**config.mk**
```make
export PLATFORM = sky130hd
export DESIGN_NAME = wb_arbiter
export DESIGN_NICKNAME = d
export VERILOG_FILES = /design/src/common/rfsim_pkg.sv /design/src/wb_arbiter.sv
export SDC_FILE = /design/constraint.sdc
export NUM_CORES = 1
export LEC_CHECK = 0
export BUFFER_PORTS_ARGS = -buffer_cell sky130_fd_sc_hd__buf_4
export CAP_MARGIN = 10
export CORE_MARGIN = 10
export CORE_UTILIZATION = 23
export DETAILED_ROUTE_END_ITERATION = 8
export PLACE_DENSITY_LB_ADDON = 0.25
export RECOVER_POWER = 25
export REMOVE_ABC_BUFFERS = 1
export SLEW_MARGIN = 20
export SYNTH_ARGS = -nofsm -noshare
export SYNTH_HDL_FRONTEND = slang
export SYNTH_SLANG_ARGS = --single-unit
```
**constraint.sdc**
```tcl
create_clock -name pl_clk0 -period 1.4 [get_ports pl_clk0]
set_input_delay 0.42 -clock pl_clk0 [delete_from_list [all_inputs] [get_ports pl_clk0]]
set_output_delay 0.42 -clock pl_clk0 [all_outputs]
set_load 0.01 [all_outputs]
```
**src/common/rfsim_pkg.sv**
```systemverilog
`default_nettype none

package rfsim_pkg;

	// local register bus
	localparam int wb_addr_w = 4;
	localparam int wb_data_w = 32;

	// dac beat geometry
	localparam int dac_lanes = 4;
	localparam int dac_lane_w = 64;
	localparam int dac_data_w = dac_lanes * dac_lane_w;
	localparam int dac_strb_w = dac_data_w / 8;

	// one 16-bit sample kept per lane
	localparam int sample_w = 16;
	localparam int adc_data_w = dac_lanes * sample_w;
	localparam int adc_strb_w = adc_data_w / 8;

	// word addresses of the register map
	localparam logic [wb_addr_w-1:0] reg_cfg_resets = 4'd0;
	localparam logic [wb_addr_w-1:0] reg_dsp_resets = 4'd1;
	localparam logic [wb_addr_w-1:0] reg_loop_ctrl = 4'd2;
	localparam logic [wb_addr_w-1:0] reg_id = 4'd3;

	// reset values, all subsystems held in reset
	localparam logic [wb_data_w-1:0] resets_init = '0;
	localparam logic loop_en_init = 1'b0;

	// read-only identification word
	localparam logic [wb_data_w-1:0] rfsim_id = 32'h5f51_0001;

	// one dac lane, only the low sample is carried on
	typedef struct packed {
		logic [dac_lane_w-sample_w-1:0] unused;
		logic [sample_w-1:0] sample;
	} dac_lane_t;

	// dac beat, flat bus or per-lane view
	// lane 0 sits in the lowest bits
	typedef union packed {
		logic [dac_data_w-1:0] flat;
		dac_lane_t [dac_lanes-1:0] lane;
	} dac_beat_u;

endpackage

`default_nettype wire

```
**src/wb_arbiter.sv**
```systemverilog
`default_nettype none

module wb_arbiter (
	input wire pl_clk0,
	input wire rst_n,

	// cfg host port
	input wire cfg_cyc,
	input wire cfg_stb,
	input wire cfg_we,
	input wire [rfsim_pkg::wb_addr_w-1:0] cfg_adr,
	input wire [rfsim_pkg::wb_data_w-1:0] cfg_dat_w,
	output logic [rfsim_pkg::wb_data_w-1:0] cfg_dat_r,
	output logic cfg_ack,

	// dsp host port
	input wire dsp_cyc,
	input wire dsp_stb,
	input wire dsp_we,
	input wire [rfsim_pkg::wb_addr_w-1:0] dsp_adr,
	input wire [rfsim_pkg::wb_data_w-1:0] dsp_dat_w,
	output logic [rfsim_pkg::wb_data_w-1:0] dsp_dat_r,
	output logic dsp_ack,

	// shared local bus
	output logic loc_cyc,
	output logic loc_stb,
	output logic loc_we,
	output logic [rfsim_pkg::wb_addr_w-1:0] loc_adr,
	output logic [rfsim_pkg::wb_data_w-1:0] loc_dat_w,
	input wire [rfsim_pkg::wb_data_w-1:0] loc_dat_r,
	input wire loc_ack
);

	// owner encoding
	localparam logic [1:0] own_idle = 2'd0;
	localparam logic [1:0] own_cfg = 2'd1;
	localparam logic [1:0] own_dsp = 2'd2;

	logic [1:0] owner;
	logic [1:0] owner_nxt;

	// grant held until the owner drops cyc
	always_comb begin
		owner_nxt = owner;
		case (owner)
			own_cfg: begin
				if (!cfg_cyc)
					owner_nxt = own_idle;
			end
			own_dsp: begin
				if (!dsp_cyc)
					owner_nxt = own_idle;
			end
			default: begin
				// idle, cfg wins a tie
				if (cfg_cyc)
					owner_nxt = own_cfg;
				else if (dsp_cyc)
					owner_nxt = own_dsp;
				else
					owner_nxt = own_idle;
			end
		endcase
	end

	always_ff @(posedge pl_clk0 or negedge rst_n) begin
		if (!rst_n) begin
			owner <= own_idle;
		end else begin
			owner <= owner_nxt;
		end
	end

	// only the owner's request reaches the local bus
	always_comb begin
		loc_cyc = 1'b0;
		loc_stb = 1'b0;
		loc_we = 1'b0;
		loc_adr = '0;
		loc_dat_w = '0;
		case (owner)
			own_cfg: begin
				loc_cyc = cfg_cyc;
				loc_stb = cfg_stb;
				loc_we = cfg_we;
				loc_adr = cfg_adr;
				loc_dat_w = cfg_dat_w;
			end
			own_dsp: begin
				loc_cyc = dsp_cyc;
				loc_stb = dsp_stb;
				loc_we = dsp_we;
				loc_adr = dsp_adr;
				loc_dat_w = dsp_dat_w;
			end
			default: begin
				loc_cyc = 1'b0;
			end
		endcase
	end

	// response steered back to the owner, other side sees nothing
	assign cfg_ack = loc_ack & (owner == own_cfg);
	assign dsp_ack = loc_ack & (owner == own_dsp);
	assign cfg_dat_r = (owner == own_cfg) ? loc_dat_r : '0;
	assign dsp_dat_r = (owner == own_dsp) ? loc_dat_r : '0;

endmodule

`default_nettype wire

```
After elaboration in Yosys (flattened, before gate mapping) --
Index checks and enable logic that the tools add are counted.
Storage, ports and cells: register bits after elaboration 2, input bits 113, word-level logic and storage cells 20
Cells by class: eq/ne operators 4, mux-type cells 12, bitwise operators 2, reductions and logical operators 1
Operators by type and width (count):
- $mux W32 | 2
- $pmux W32 S2 | 1
- $mux W2 | 4
- $pmux W4 S2 | 1
- $pmux W1 S2 | 3
- $ne A2 B2 Y1 const B | 2
- $pmux W2 S2 | 1
- $and A1 B1 Y1 | 2
- $eq A2 B1 Y1 const B | 1
- $eq A2 B2 Y1 const B | 1
- $reduce_and A2 Y1 | 1

Depth between registers and ports, before layout --
depth after elaboration 3, mapped depth 6, gate-level depth less buffers 4

Worst setup path before layout --
No wires, ideal clock.
kind register to output, from register owner[0], to output port loc_adr[0] (netlist bit), arrival time 1.128 ns, setup slack -0.148 ns, stages on the path, launching flop included 7, path through dfrtp_1 inv_1 ha_1 buf_4 buf_4 a22oi_1 nor2_1
Between the ends: cells in the longest elaborated chain, start to end 2
RTL lines:
- from (decl) | RTL line wb_arbiter.sv:40 | logic [1:0] owner;
- from (signal assigned) | RTL line wb_arbiter.sv:69 | owner <= own_idle;
- from (signal assigned) | RTL line wb_arbiter.sv:71 | owner <= owner_nxt;
- $eq A2 B2 Y1 or $eq A2 B1 Y1 (tied branches) | RTL line wb_arbiter.sv:82 | case (owner)
- $pmux W4 S2 (*) | RTL line wb_arbiter.sv:82
- to (decl) | RTL line wb_arbiter.sv:29 | output logic [rfsim_pkg::wb_addr_w-1:0] loc_adr,
Every way passes the cells marked *; elsewhere a longest branch is shown, timed or not.

Worst setup path in the final report --
from register owner[0], to output port loc_dat_w[30] (netlist bit)
Between the ends: cells in the longest elaborated chain, start to end 2
RTL lines:
- $eq A2 B2 Y1 or $eq A2 B1 Y1 (tied branches) | RTL line wb_arbiter.sv:82
- $pmux W32 S2 (*) | RTL line wb_arbiter.sv:82
- to (decl) | RTL line wb_arbiter.sv:30 | output logic [rfsim_pkg::wb_data_w-1:0] loc_dat_w,
Marked as above.

==> impl_metrics.json <==
{
  "holdPathStages": 3,
  "hold_slack_ps": 533,
  "cp_top_family": "buffers and inverters",
  "endpoint_kind": "primary output",
  "area_growth_pct": 229,
  "synth_top_area_share_pct": 38.2,
  "hold_end": "owner[1]$_DFFE_PN0P_",
  "ys_seq_area_share_pct": 4.56,
  "grt_start_max_net_pins": 34,
  "portBuffers": 217,
  "drc": 0,
  "top_register": "owner",
  "reg2reg_from": "owner[0]$_DFFE_PN0P_",
  "grt_use_total_pct": 19.1,
  "viasPerCell": 4.85,
  "cts_num_sinks": 2,
  "num_rows": 25,
  "setup_viol": 107,
  "gp_congestion": 0.817,
  "clock_latency_ps": 210,
  "nNetsFinal": 520,
  "htreeDepth": 1,
  "cp_num_buf_inv": 3,
  "grt_pass1_vias": 2213,
  "drt-pass1-iter-count": 4,
  "clk_path_buf_depth": 2,
  "hold_class": "input port to register",
  "cts_tree": "yes",
  "r2r_cells": 8,
  "peakVddDrop_v": 0.000984,
  "syn_area_um2": 1100,
  "setup_ws_ps": -508,
  "maxCapViolCount": 0,
  "fillers": 328,
  "cts_root_buf": "clkbuf_8",
  "crit_path_max_incr_delay_ps": 390,
  "die_h_um": 89.1,
  "totalWireLength_um": 9650,
  "dieArea_um2": 7940,
  "fp.dieW_um": 89.1,
  "clk_pin_slew_ps": 30,
  "totalPowerFinal_mw": 5.24,
  "drt_iter0_drc": 40,
  "min_period_ps": 1910,
  "top_regs": "owner x2",
  "syn_area_per_cell_um2": 6.28,
  "ys_warn_count": 0,
  "ys_ff_latch": 2,
  "largest_reg_flops": 2,
  "drive_gt1_share_pct": 81.1,
  "hpwl_um": 6820,
  "ioPinCount": 218,
  "violations": "negative setup slack",
  "required_ps": 980,
  "worstSetupPathType": "register to primary output",
  "coreArea_um2": 4660,
  "cp.arrival_ps": 1490,
  "numCtsBuffers": 3,
  "path_max_fanout": 33,
  "crit_start": "owner[0]$_DFFE_PN0P_",
  "maxSlewViolCount": 0,
  "grt_antenna_before_repair": 0,
  "tightest_slew_ps": 195,
  "leakage_nw": 1.81,
  "final_antenna_net_count": 0,
  "grt_overflow": 0,
  "rsz0062_at_grt": "yes",
  "hold_violations": 0,
  "p_per_area_nw_per_um2": 1450,
  "synth_area_leaders": "and2_1, a22oi_1, nor2_1",
  "preCtsSetupSlack_ps": -255,
  "r2r_slack_ps": -160,
  "skew_ps": 0.237,
  "n_antenna_cell": 0,
  "max_freq_mhz": 524,
  "start_util_pct": 23.6,
  "r2r_end": "owner[0]$_DFFE_PN0P_",
  "period_share_pct": 136,
  "yosysTopAreaCell": "and2_1",
  "routedWlPerCell_um": 21.1,
  "critical_path.startpoint_type": "register",
  "synthCells": 175,
  "num_vias": 2217,
  "slowest_stage": "dfrtp_1",
  "hold_path_startpoint": "cfg_cyc",
  "slew_headroom_pct": 87.0,
  "grt_first_pass_wirelength_um": 11900,
  "outcome": "finished with violations",
  "fin_tns_setup_ps": -45390,
  "synthDistinctLibCells": 14,
  "cp_cell_sequence": "buf_6, ha_4, buf_12, a22oi_1, nor2_1, buf_4"
}
## worst min-delay path, delay by kind of cell
kind                   cells  cell delay (ps)
buffers and inverters      1               90
AO/OA/AOI/OAI              1               60
AND/OR/NAND/NOR            1              130
## area by class of cell
type / count / area [µm²] / area share (%)
Multi-Input combinational cell: 151 / 1220 / 33.9
Timing Repair Buffer: 245 / 2220 / 61.5
Tap cell: 54 / 67.6 / 1.87
Clock buffer: 3 / 41.3 / 1.14
Inverter: 2 / 7.51 / 0.208
Sequential cell: 2 / 50.0 / 1.39
## Yosys cell counts
library cell and n:
nor2_1 39, a22oi_2 1, clkbuf_1 3, inv_1 2, dfrtp_1 2, buf_2 9
nand2_1 1, buf_4 8, o21ai_1 1, a22oi_1 38, nand4bb_1 1, ha_1 2
and2_1 67, o32ai_2 1
## metal layers
metal	track usage, %	wire, µm	up-vias
met5	0	0	-
met4	3.32	212	0
met3	7.84	1110	16
met2	38.7	5310	119
met1	17.3	3020	1034
li1	-	-	1048
## how the worst max path moves through the flow
stage | endpoint | slack [ps] | depth (start not counted)
after floorplan | loc_cyc | -1050 | 4
after CTS | loc_we | -460 | 6
final | loc_dat_w[30] | -510 | 6
after global routing | loc_we | -580 | 6
after global placement | loc_dat_w[12] | -230 | 6
after detailed placement | loc_we | -260 | 6
## power breakdown
| group | switching [mW] | leakage [nW] | internal (mW) |
|---|---|---|---|
| Clock | 0.0393 | 0.0216 | 0.181 |
| Sequential | 0.0234 | 0.0261 | 0.0800 |
| Combinational | 2.17 | 1.76 | 2.75 |
| Total | 2.23 | 1.81 | 3.01 |
## kinds of logic after synthesis
kind of cell	count (synthesis)	share of synthesized area (%)
AOI/OAI and AO/OA	41	29.0
adders and majority gates	2	2.28
buffers and inverters	22	11.3
DFF	2	4.56
and+or+nand+nor	108	52.8
## repair_timing
| item | CTS | global route |
|---|---|---|
| gates cloned | 4 | 5 |
| pin swaps | 3 | 9 |
| resized for setup | 52 | 89 |
| endpoints found under the hold margin | 2 | 0 |
| setup buffers | 7 | 7 |
| hold buffers | 1 | 0 |
| endpoints found under the setup margin | 105 | 107 |
## per-stage QoR
| step | utilization, % | cells | instance area, µm² |
|---|---|---|---|
| after floorplan | - | 155 | 982 |
| after global placement | 60.8 | 436 | 2830 |
| after detailed placement | 60.8 | 436 | 2830 |
| after CTS | 69.4 | 451 | 3240 |
| after global routing | 77.4 | 457 | 3610 |
| final | 77.4 | 457 | 3610 |
## cell usage in the layout, fill, tap and decap left out, drive strengths merged
cell / count
ha: 2
dlygate4sd3: 1
buf: 239
clkbuf: 8
o21ai: 1
inv: 2
nand4bb: 1
a22oi: 39
and2: 67
dfrtp: 2
nor2: 39
o32ai: 1
nand2: 1
Note: power is estimated with default switching activity, not from simulation.
