$ cat src/common/rfsim_pkg.sv
`default_nettype none

package rfsim_pkg;

	// local register bus
	localparam int wb_addr_w = 4;
	localparam int wb_data_w = 32;

	// dac beat geometry
	localparam int dac_lanes = 4;
	localparam int dac_lane_w = 64;
	localparam int dac_data_w = dac_lanes * dac_lane_w;
	localparam int dac_strb_w = dac_data_w / 8;

	// one 16-bit sample kept per lane
	localparam int sample_w = 16;
	localparam int adc_data_w = dac_lanes * sample_w;
	localparam int adc_strb_w = adc_data_w / 8;

	// word addresses of the register map
	localparam logic [wb_addr_w-1:0] reg_cfg_resets = 4'd0;
	localparam logic [wb_addr_w-1:0] reg_dsp_resets = 4'd1;
	localparam logic [wb_addr_w-1:0] reg_loop_ctrl = 4'd2;
	localparam logic [wb_addr_w-1:0] reg_id = 4'd3;

	// reset values, all subsystems held in reset
	localparam logic [wb_data_w-1:0] resets_init = '0;
	localparam logic loop_en_init = 1'b0;

	// read-only identification word
	localparam logic [wb_data_w-1:0] rfsim_id = 32'h5f51_0001;

	// one dac lane, only the low sample is carried on
	typedef struct packed {
		logic [dac_lane_w-sample_w-1:0] unused;
		logic [sample_w-1:0] sample;
	} dac_lane_t;

	// dac beat, flat bus or per-lane view
	// lane 0 sits in the lowest bits
	typedef union packed {
		logic [dac_data_w-1:0] flat;
		dac_lane_t [dac_lanes-1:0] lane;
	} dac_beat_u;

endpackage

`default_nettype wire

$ cat src/regbank/reset_regbank.sv
`default_nettype none

module reset_regbank #(
	parameter int num_cfg_resets = 16,
	parameter int num_dsp_resets = 8
) (
	input wire pl_clk0,
	input wire rst_n,

	// local bus slave
	input wire loc_cyc,
	input wire loc_stb,
	input wire loc_we,
	input wire [rfsim_pkg::wb_addr_w-1:0] loc_adr,
	input wire [rfsim_pkg::wb_data_w-1:0] loc_dat_w,
	output logic [rfsim_pkg::wb_data_w-1:0] loc_dat_r,
	output logic loc_ack,

	// active-low subsystem resets and loopback control
	output logic [num_cfg_resets-1:0] cfg_resetn,
	output logic [num_dsp_resets-1:0] dsp_resetn,
	output logic loop_en
);

	logic [num_cfg_resets-1:0] cfg_q;
	logic [num_dsp_resets-1:0] dsp_q;
	logic loop_en_q;
	logic req;

	// new request only while ack is low, gives one ack per access
	assign req = loc_cyc & loc_stb & ~loc_ack;

	always_ff @(posedge pl_clk0 or negedge rst_n) begin
		if (!rst_n) begin
			loc_ack <= 1'b0;
			cfg_q <= rfsim_pkg::resets_init[num_cfg_resets-1:0];
			dsp_q <= rfsim_pkg::resets_init[num_dsp_resets-1:0];
			loop_en_q <= rfsim_pkg::loop_en_init;
		end else begin
			loc_ack <= req;
			// write lands on the same edge that raises ack
			if (req && loc_we) begin
				case (loc_adr)
					rfsim_pkg::reg_cfg_resets: begin
						cfg_q <= loc_dat_w[num_cfg_resets-1:0];
					end
					rfsim_pkg::reg_dsp_resets: begin
						dsp_q <= loc_dat_w[num_dsp_resets-1:0];
					end
					rfsim_pkg::reg_loop_ctrl: begin
						loop_en_q <= loc_dat_w[0];
					end
					default: begin
						// id is read-only, unmapped writes dropped
						loop_en_q <= loop_en_q;
					end
				endcase
			end
		end
	end

	// read mux, address is held by the host through ack
	always_comb begin
		loc_dat_r = '0;
		case (loc_adr)
			rfsim_pkg::reg_cfg_resets: begin
				// upper bits read as zero
				loc_dat_r[num_cfg_resets-1:0] = cfg_q;
			end
			rfsim_pkg::reg_dsp_resets: begin
				loc_dat_r[num_dsp_resets-1:0] = dsp_q;
			end
			rfsim_pkg::reg_loop_ctrl: begin
				loc_dat_r[0] = loop_en_q;
			end
			rfsim_pkg::reg_id: begin
				loc_dat_r = rfsim_pkg::rfsim_id;
			end
			default: begin
				// unmapped reads return zero
				loc_dat_r = '0;
			end
		endcase
	end

	assign cfg_resetn = cfg_q;
	assign dsp_resetn = dsp_q;
	assign loop_en = loop_en_q;

endmodule

`default_nettype wire

$ cat config.mk
export PLATFORM = sky130hd
export DESIGN_NAME = reset_regbank
export DESIGN_NICKNAME = d
export VERILOG_FILES = /design/src/common/rfsim_pkg.sv /design/src/regbank/reset_regbank.sv
export SDC_FILE = /design/constraint.sdc
export NUM_CORES = 1
export LEC_CHECK = 0
export ABC_AREA = 1
export BUFFER_PORTS_ARGS = -buffer_cell sky130_fd_sc_hd__buf_2
export CAP_MARGIN = 20
export CELL_PAD_IN_SITES_DETAIL_PLACEMENT = 2
export CELL_PAD_IN_SITES_GLOBAL_PLACEMENT = 2
export CORE_UTILIZATION = 22
export CTS_CLUSTER_DIAMETER = 150
export DETAILED_ROUTE_END_ITERATION = 10
export GPL_TIMING_DRIVEN = 0
export PLACE_DENSITY = 0.91
export SYNTH_ARGS = -nofsm -noshare
export SYNTH_HDL_FRONTEND = slang
export SYNTH_SLANG_ARGS = --single-unit
export TNS_END_PERCENT = 10
$ cat constraint.sdc
create_clock -name pl_clk0 -period 3.7 [get_ports pl_clk0]
set_input_delay 0.74 -clock pl_clk0 [delete_from_list [all_inputs] [get_ports pl_clk0]]
set_output_delay 0.74 -clock pl_clk0 [all_outputs]
set_load 0.02 [all_outputs]
# After elaboration in Yosys (flattened, before gate mapping)
# Index checks and enable logic that the tools add are counted.
# word_totals
ff_bits,26
latch_bits,0
mem_bits_rw,0
rom_bits,0
inputBits,41
out_inout_bits,58
word_cells,19
memories,0
# op_classes
add_sub_neg,0
n_mul,0
div,0
order_cmp,0
n_eq_ne,3
n_shift,0
muxes,4
bitwise,3
n_reduce_logical,5
# op_table
cell,count
15-bit 2-to-1 mux,1
7-bit one-hot mux with 2 select lines,1
"4-bit by 2-bit equality test with 1-bit output, second input constant",2
8-bit 2-to-1 mux,1
2-bit AND reduction,3
"4-bit by 1-bit equality test with 1-bit output, second input constant",1
4-bit zero test,1
1-bit one-hot mux with 4 select lines,1
1-bit AND,2
1-bit logical AND,1
1-bit inverter,1

# Depth between registers and ports, before layout
# depth
word_depth,4
ltp_mapped,7
ltp_nobuf,6

# Worst setup path before layout
# Ideal clock, no wire load.
# synth_timing
path_kind,input to output
startpoint,input port loc_adr[2] (netlist name)
endpoint,output port loc_dat_r[20] (netlist name)
arrival_ns,2.033
required_ns,2.960
setup_slack_ns,0.927
stages,4
n_path_buf,1
path_cell_list,inv_1 -> nand2_1 -> nor3_1 -> buf_4
# synth_between
elab_chain_cells,2
# synth_lines
element,line_no,rtl
from (decl),reset_regbank.sv:14,"input wire [rfsim_pkg::wb_addr_w-1:0] loc_adr,"
4-bit by 2-bit equality test with 1-bit output,reset_regbank.sv:65,case (loc_adr)
15-bit 2-to-1 mux,reset_regbank.sv:65,
to (decl),reset_regbank.sv:16,"output logic [rfsim_pkg::wb_data_w-1:0] loc_dat_r,"
# No other way between the ends.

# Worst setup path after layout
# layout_timing
startpoint,input port loc_adr[2] (netlist name)
endpoint,output port loc_dat_r[28] (netlist name)
# The elaborated chain is that of the path after synthesis.

==> flow_summary.ini <==
[clock_network]
clk_latency_ns = 0.28
cts.sinks = 26
cts-buffers-inserted = 3
cts_hold_repair.buffers = 0
max_h_tree_level = 1
clock_path_buffers = 2
clock_tree_from_tritoncts = yes
cts_clock_pin_slew_for_the_worst_setup_and_hold_paths_ns = 0.10
cts_root_buf = sky130_fd_sc_hd__clkbuf_8
cts_resized = 0
post_cts_buffers = 0

[route]
post_drt_wl_per_cell_um = 14.0
wirelength_um = 4840
drt_pre_antenna_iters = 4
avgViaCountPerCell = 4.25
drt_iter0_markers = 32
detailroute.via_count = 1471
drcViolationCount = 0
postRouteAntennaNets = 0

[timing]
fin_worst_skew_ns = 0.0110
final_worst_path_period_share_pct = 77.4
grt_setup_unrepaired = false
timing.fmax_mhz = 349
timing.final.hold_violations = 0
finalWorstPathRequiredPeriod_ns = 2.86
final_max_slew_viol_count = 0
hold-worst-slack_ns = 0.463
max_slew.worst_pin.slew_ns = 0.894
max_slew_margin_pct = 39.9
timing.setup.tns_ns = 0
setup_viol = 0

[setup_path]
critPathCaptureType = primary output
cp.required_ns = 2.96
crit_path_start_kind = input port
path_type_of_the_worst_setup_path = in -> out
critPathSlowestCell = sky130_fd_sc_hd__nor3_1
timing.critical_path.mode_cell = sky130_fd_sc_hd__buf_2
critical_path.max_stage_delay_ns = 0.71
crit_path_max_fanout = 9
worst-r2r-cell-count = 7
timing.critical_path.cells = buf_2, inv_1, nand2_1, nor3_1, buf_4, buf_2
worst-endpoint-arrival_ns = 2.12

[run_status]
run_status = finished, final reports clean

[power_and_ir_drop]
fin_total_pwr_uw = 710
irDropWorstVdd_uv = 214
combinationalPowerShare_pct = 25.2
p_leak_nw = 1.28
internal-power_uw = 472
power.density_mw_per_mm2 = 362
pwr-share-seq_pct = 48.2
clkPwrFrac_pct = 26.5
power.share.switching_pct = 33.5
total_net_switching_power_uw = 238

[synthesis]
post_synth_num_cell_types = 18
avgSynthCellArea_sq_um = 7.59
synthMostInstantiatedCell = sky130_fd_sc_hd__nand2_1
synth.ff_latch_count = 26
synth-seq-area-share_pct = 46.1
synthDominantCellAreaShare_pct = 46.1
number_of_synthesized_flops_with_an_enable_pin = 0
asyncSetResetFlopFracSynth_pct = 100
yosys_warnings = 0
yosys_most_used_dff = sky130_fd_sc_hd__dfrtp_1
yosys-top-cells-area = sky130_fd_sc_hd__dfrtp_1 (46%), sky130_fd_sc_hd__nand2_1 (25%), sky130_fd_sc_hd__buf_4 (8.5%)
netlist_top_cells_count = sky130_fd_sc_hd__nand2_1 (93), sky130_fd_sc_hd__dfrtp_1 (26), sky130_fd_sc_hd__buf_4 (16)
synth_area_leader_cell = sky130_fd_sc_hd__dfrtp_1
syn_inst = 186
post_synth_instance_area_sq_mm = 0.00141

[final_layout]
num-nets-final = 313
final_cell_area_sq_mm = 0.00196
fillerInstances = 747
diodes = 0
ff_latch_area_sq_um = 651
layout-drive-gt1-share_pct = 39.5
synth_to_layout_area_growth_pct = 38.7
footprint_of_the_multi_input_gates_sq_um = 572

[global_route]
initial_antenna_violation_count = 0
gr-usage-all-layers_pct = 15.5
globalRoute.totalOverflow = 0
grt_pass1_wl_um = 7670
first_global_vias = 1576
grt_start_max_net_pins = 27

[floorplanning]
floorplan_die_area_sq_mm = 0.00675
placeableCoreArea_sq_mm = 0.00606
start_util_pct = 23.3
die_y_um = 82.1
io-pin-count = 99
die_width_um = 82.1
num_rows = 28

[placed_design]
buffers_on_ports = 75
post_detailed_placement_cell_area_sq_mm = 0.00190
routabilityCongestion = 0.672
hpwl_um = 3900

[min_path]
worstHoldPathType = in -> async

[job]
drv_cap = 0
==> per-layer routing <==
metal  part of all wire, %  vias to the layer above  routed length [um]  global-route usage [%]
met1                    40                      715                1920                    16.6
met5                     0                        -                   0                       0
li1                      -                      705                   -                       -
met3                   5.0                        4                 243                    3.52
met4                  0.79                        0                  38                    2.63
met2                    55                       47                2640                    30.6
==> critical path: cells and delay by family <==
family | cells | cell delay, ns
AND/OR/NAND/NOR | 2 | 0.82
buffers and inverters | 4 | 0.56
==> cell usage in the layout, fill, tap and decap left out <==
master and n:
sky130_fd_sc_hd__nor2_2 1, sky130_fd_sc_hd__nand2_4 2, sky130_fd_sc_hd__nand2_2 1, sky130_fd_sc_hd__nor2_8 1, sky130_fd_sc_hd__nor2_1 9, sky130_fd_sc_hd__nor3_1 1, sky130_fd_sc_hd__inv_1 15, sky130_fd_sc_hd__buf_2 76
sky130_fd_sc_hd__nor2_4 3, sky130_fd_sc_hd__dfrtp_1 26, sky130_fd_sc_hd__inv_6 1, sky130_fd_sc_hd__nand2_1 93, sky130_fd_sc_hd__buf_6 2, sky130_fd_sc_hd__o211ai_1 1, sky130_fd_sc_hd__clkbuf_8 4, sky130_fd_sc_hd__buf_4 16
sky130_fd_sc_hd__conb_1 7, sky130_fd_sc_hd__nand4_1 1, sky130_fd_sc_hd__nand3_1 11
==> area by class of cell <==
cell class | count | share of cell area (%)
repair buffers | 75 | 19.2
flip-flops and latches | 26 | 33.2
inverters | 16 | 3.32
clock buffers | 4 | 2.81
plain buffers | 19 | 7.54
multi-input cells | 131 | 29.2
well taps | 75 | 4.79
==> sequential cells by signal, indices dropped and copies added, names as in the netlist <==
| name | count |
|---|---|
| loc_ack | 1 |
| loop_en | 1 |
| cfg_resetn | 16 |
| dsp_resetn | 8 |
==> power groups by stage <==
stage               clock network [mW]  logic (mW)  registers [mW]
CTS                              0.198       0.183           0.344
global placement                     0       0.174           0.346
floorplan                            0      0.0649           0.385
finish                           0.188       0.179           0.342
detailed placement                   0       0.183           0.349
global route                     0.207       0.197           0.348
==> per-stage QoR <==
step           utilization, %  cells  setup slack (ns)
2_1_floorplan               -    192             0.927
3_3_place_gp             31.4    342             0.869
3_5_place_dp             31.4    342             0.756
4_1_cts                  32.3    346             0.763
5_1_grt                  32.3    346             0.635
6_report                 32.3    346             0.837
==> cell families after synthesis <==
group | after synthesis | share of synthesized area, %
AND/OR/NAND/NOR | 123 | 38.1
flip-flops | 26 | 46.1
buffers and inverters | 35 | 15.1
other | 1 | 0.265
AO/OA/AOI/OAI | 1 | 0.532
==> worst paths after layout <==
path | end | startpoint | slack, ns
hold reg to reg | cfg_resetn[14] | cfg_resetn[14] | 0.50
setup reg to reg | loop_en | loc_ack | 2.38
setup / recovery | loc_dat_r[28] | loc_adr[2] | 0.84
max in group asynchronous | cfg_resetn[6] | rst_n | 2.81
min in group pl_clk0 | cfg_resetn[14] | cfg_resetn[14] | 0.50
hold / removal | cfg_resetn[8] | rst_n | 0.46
Note: power is estimated with default switching activity, not from simulation.
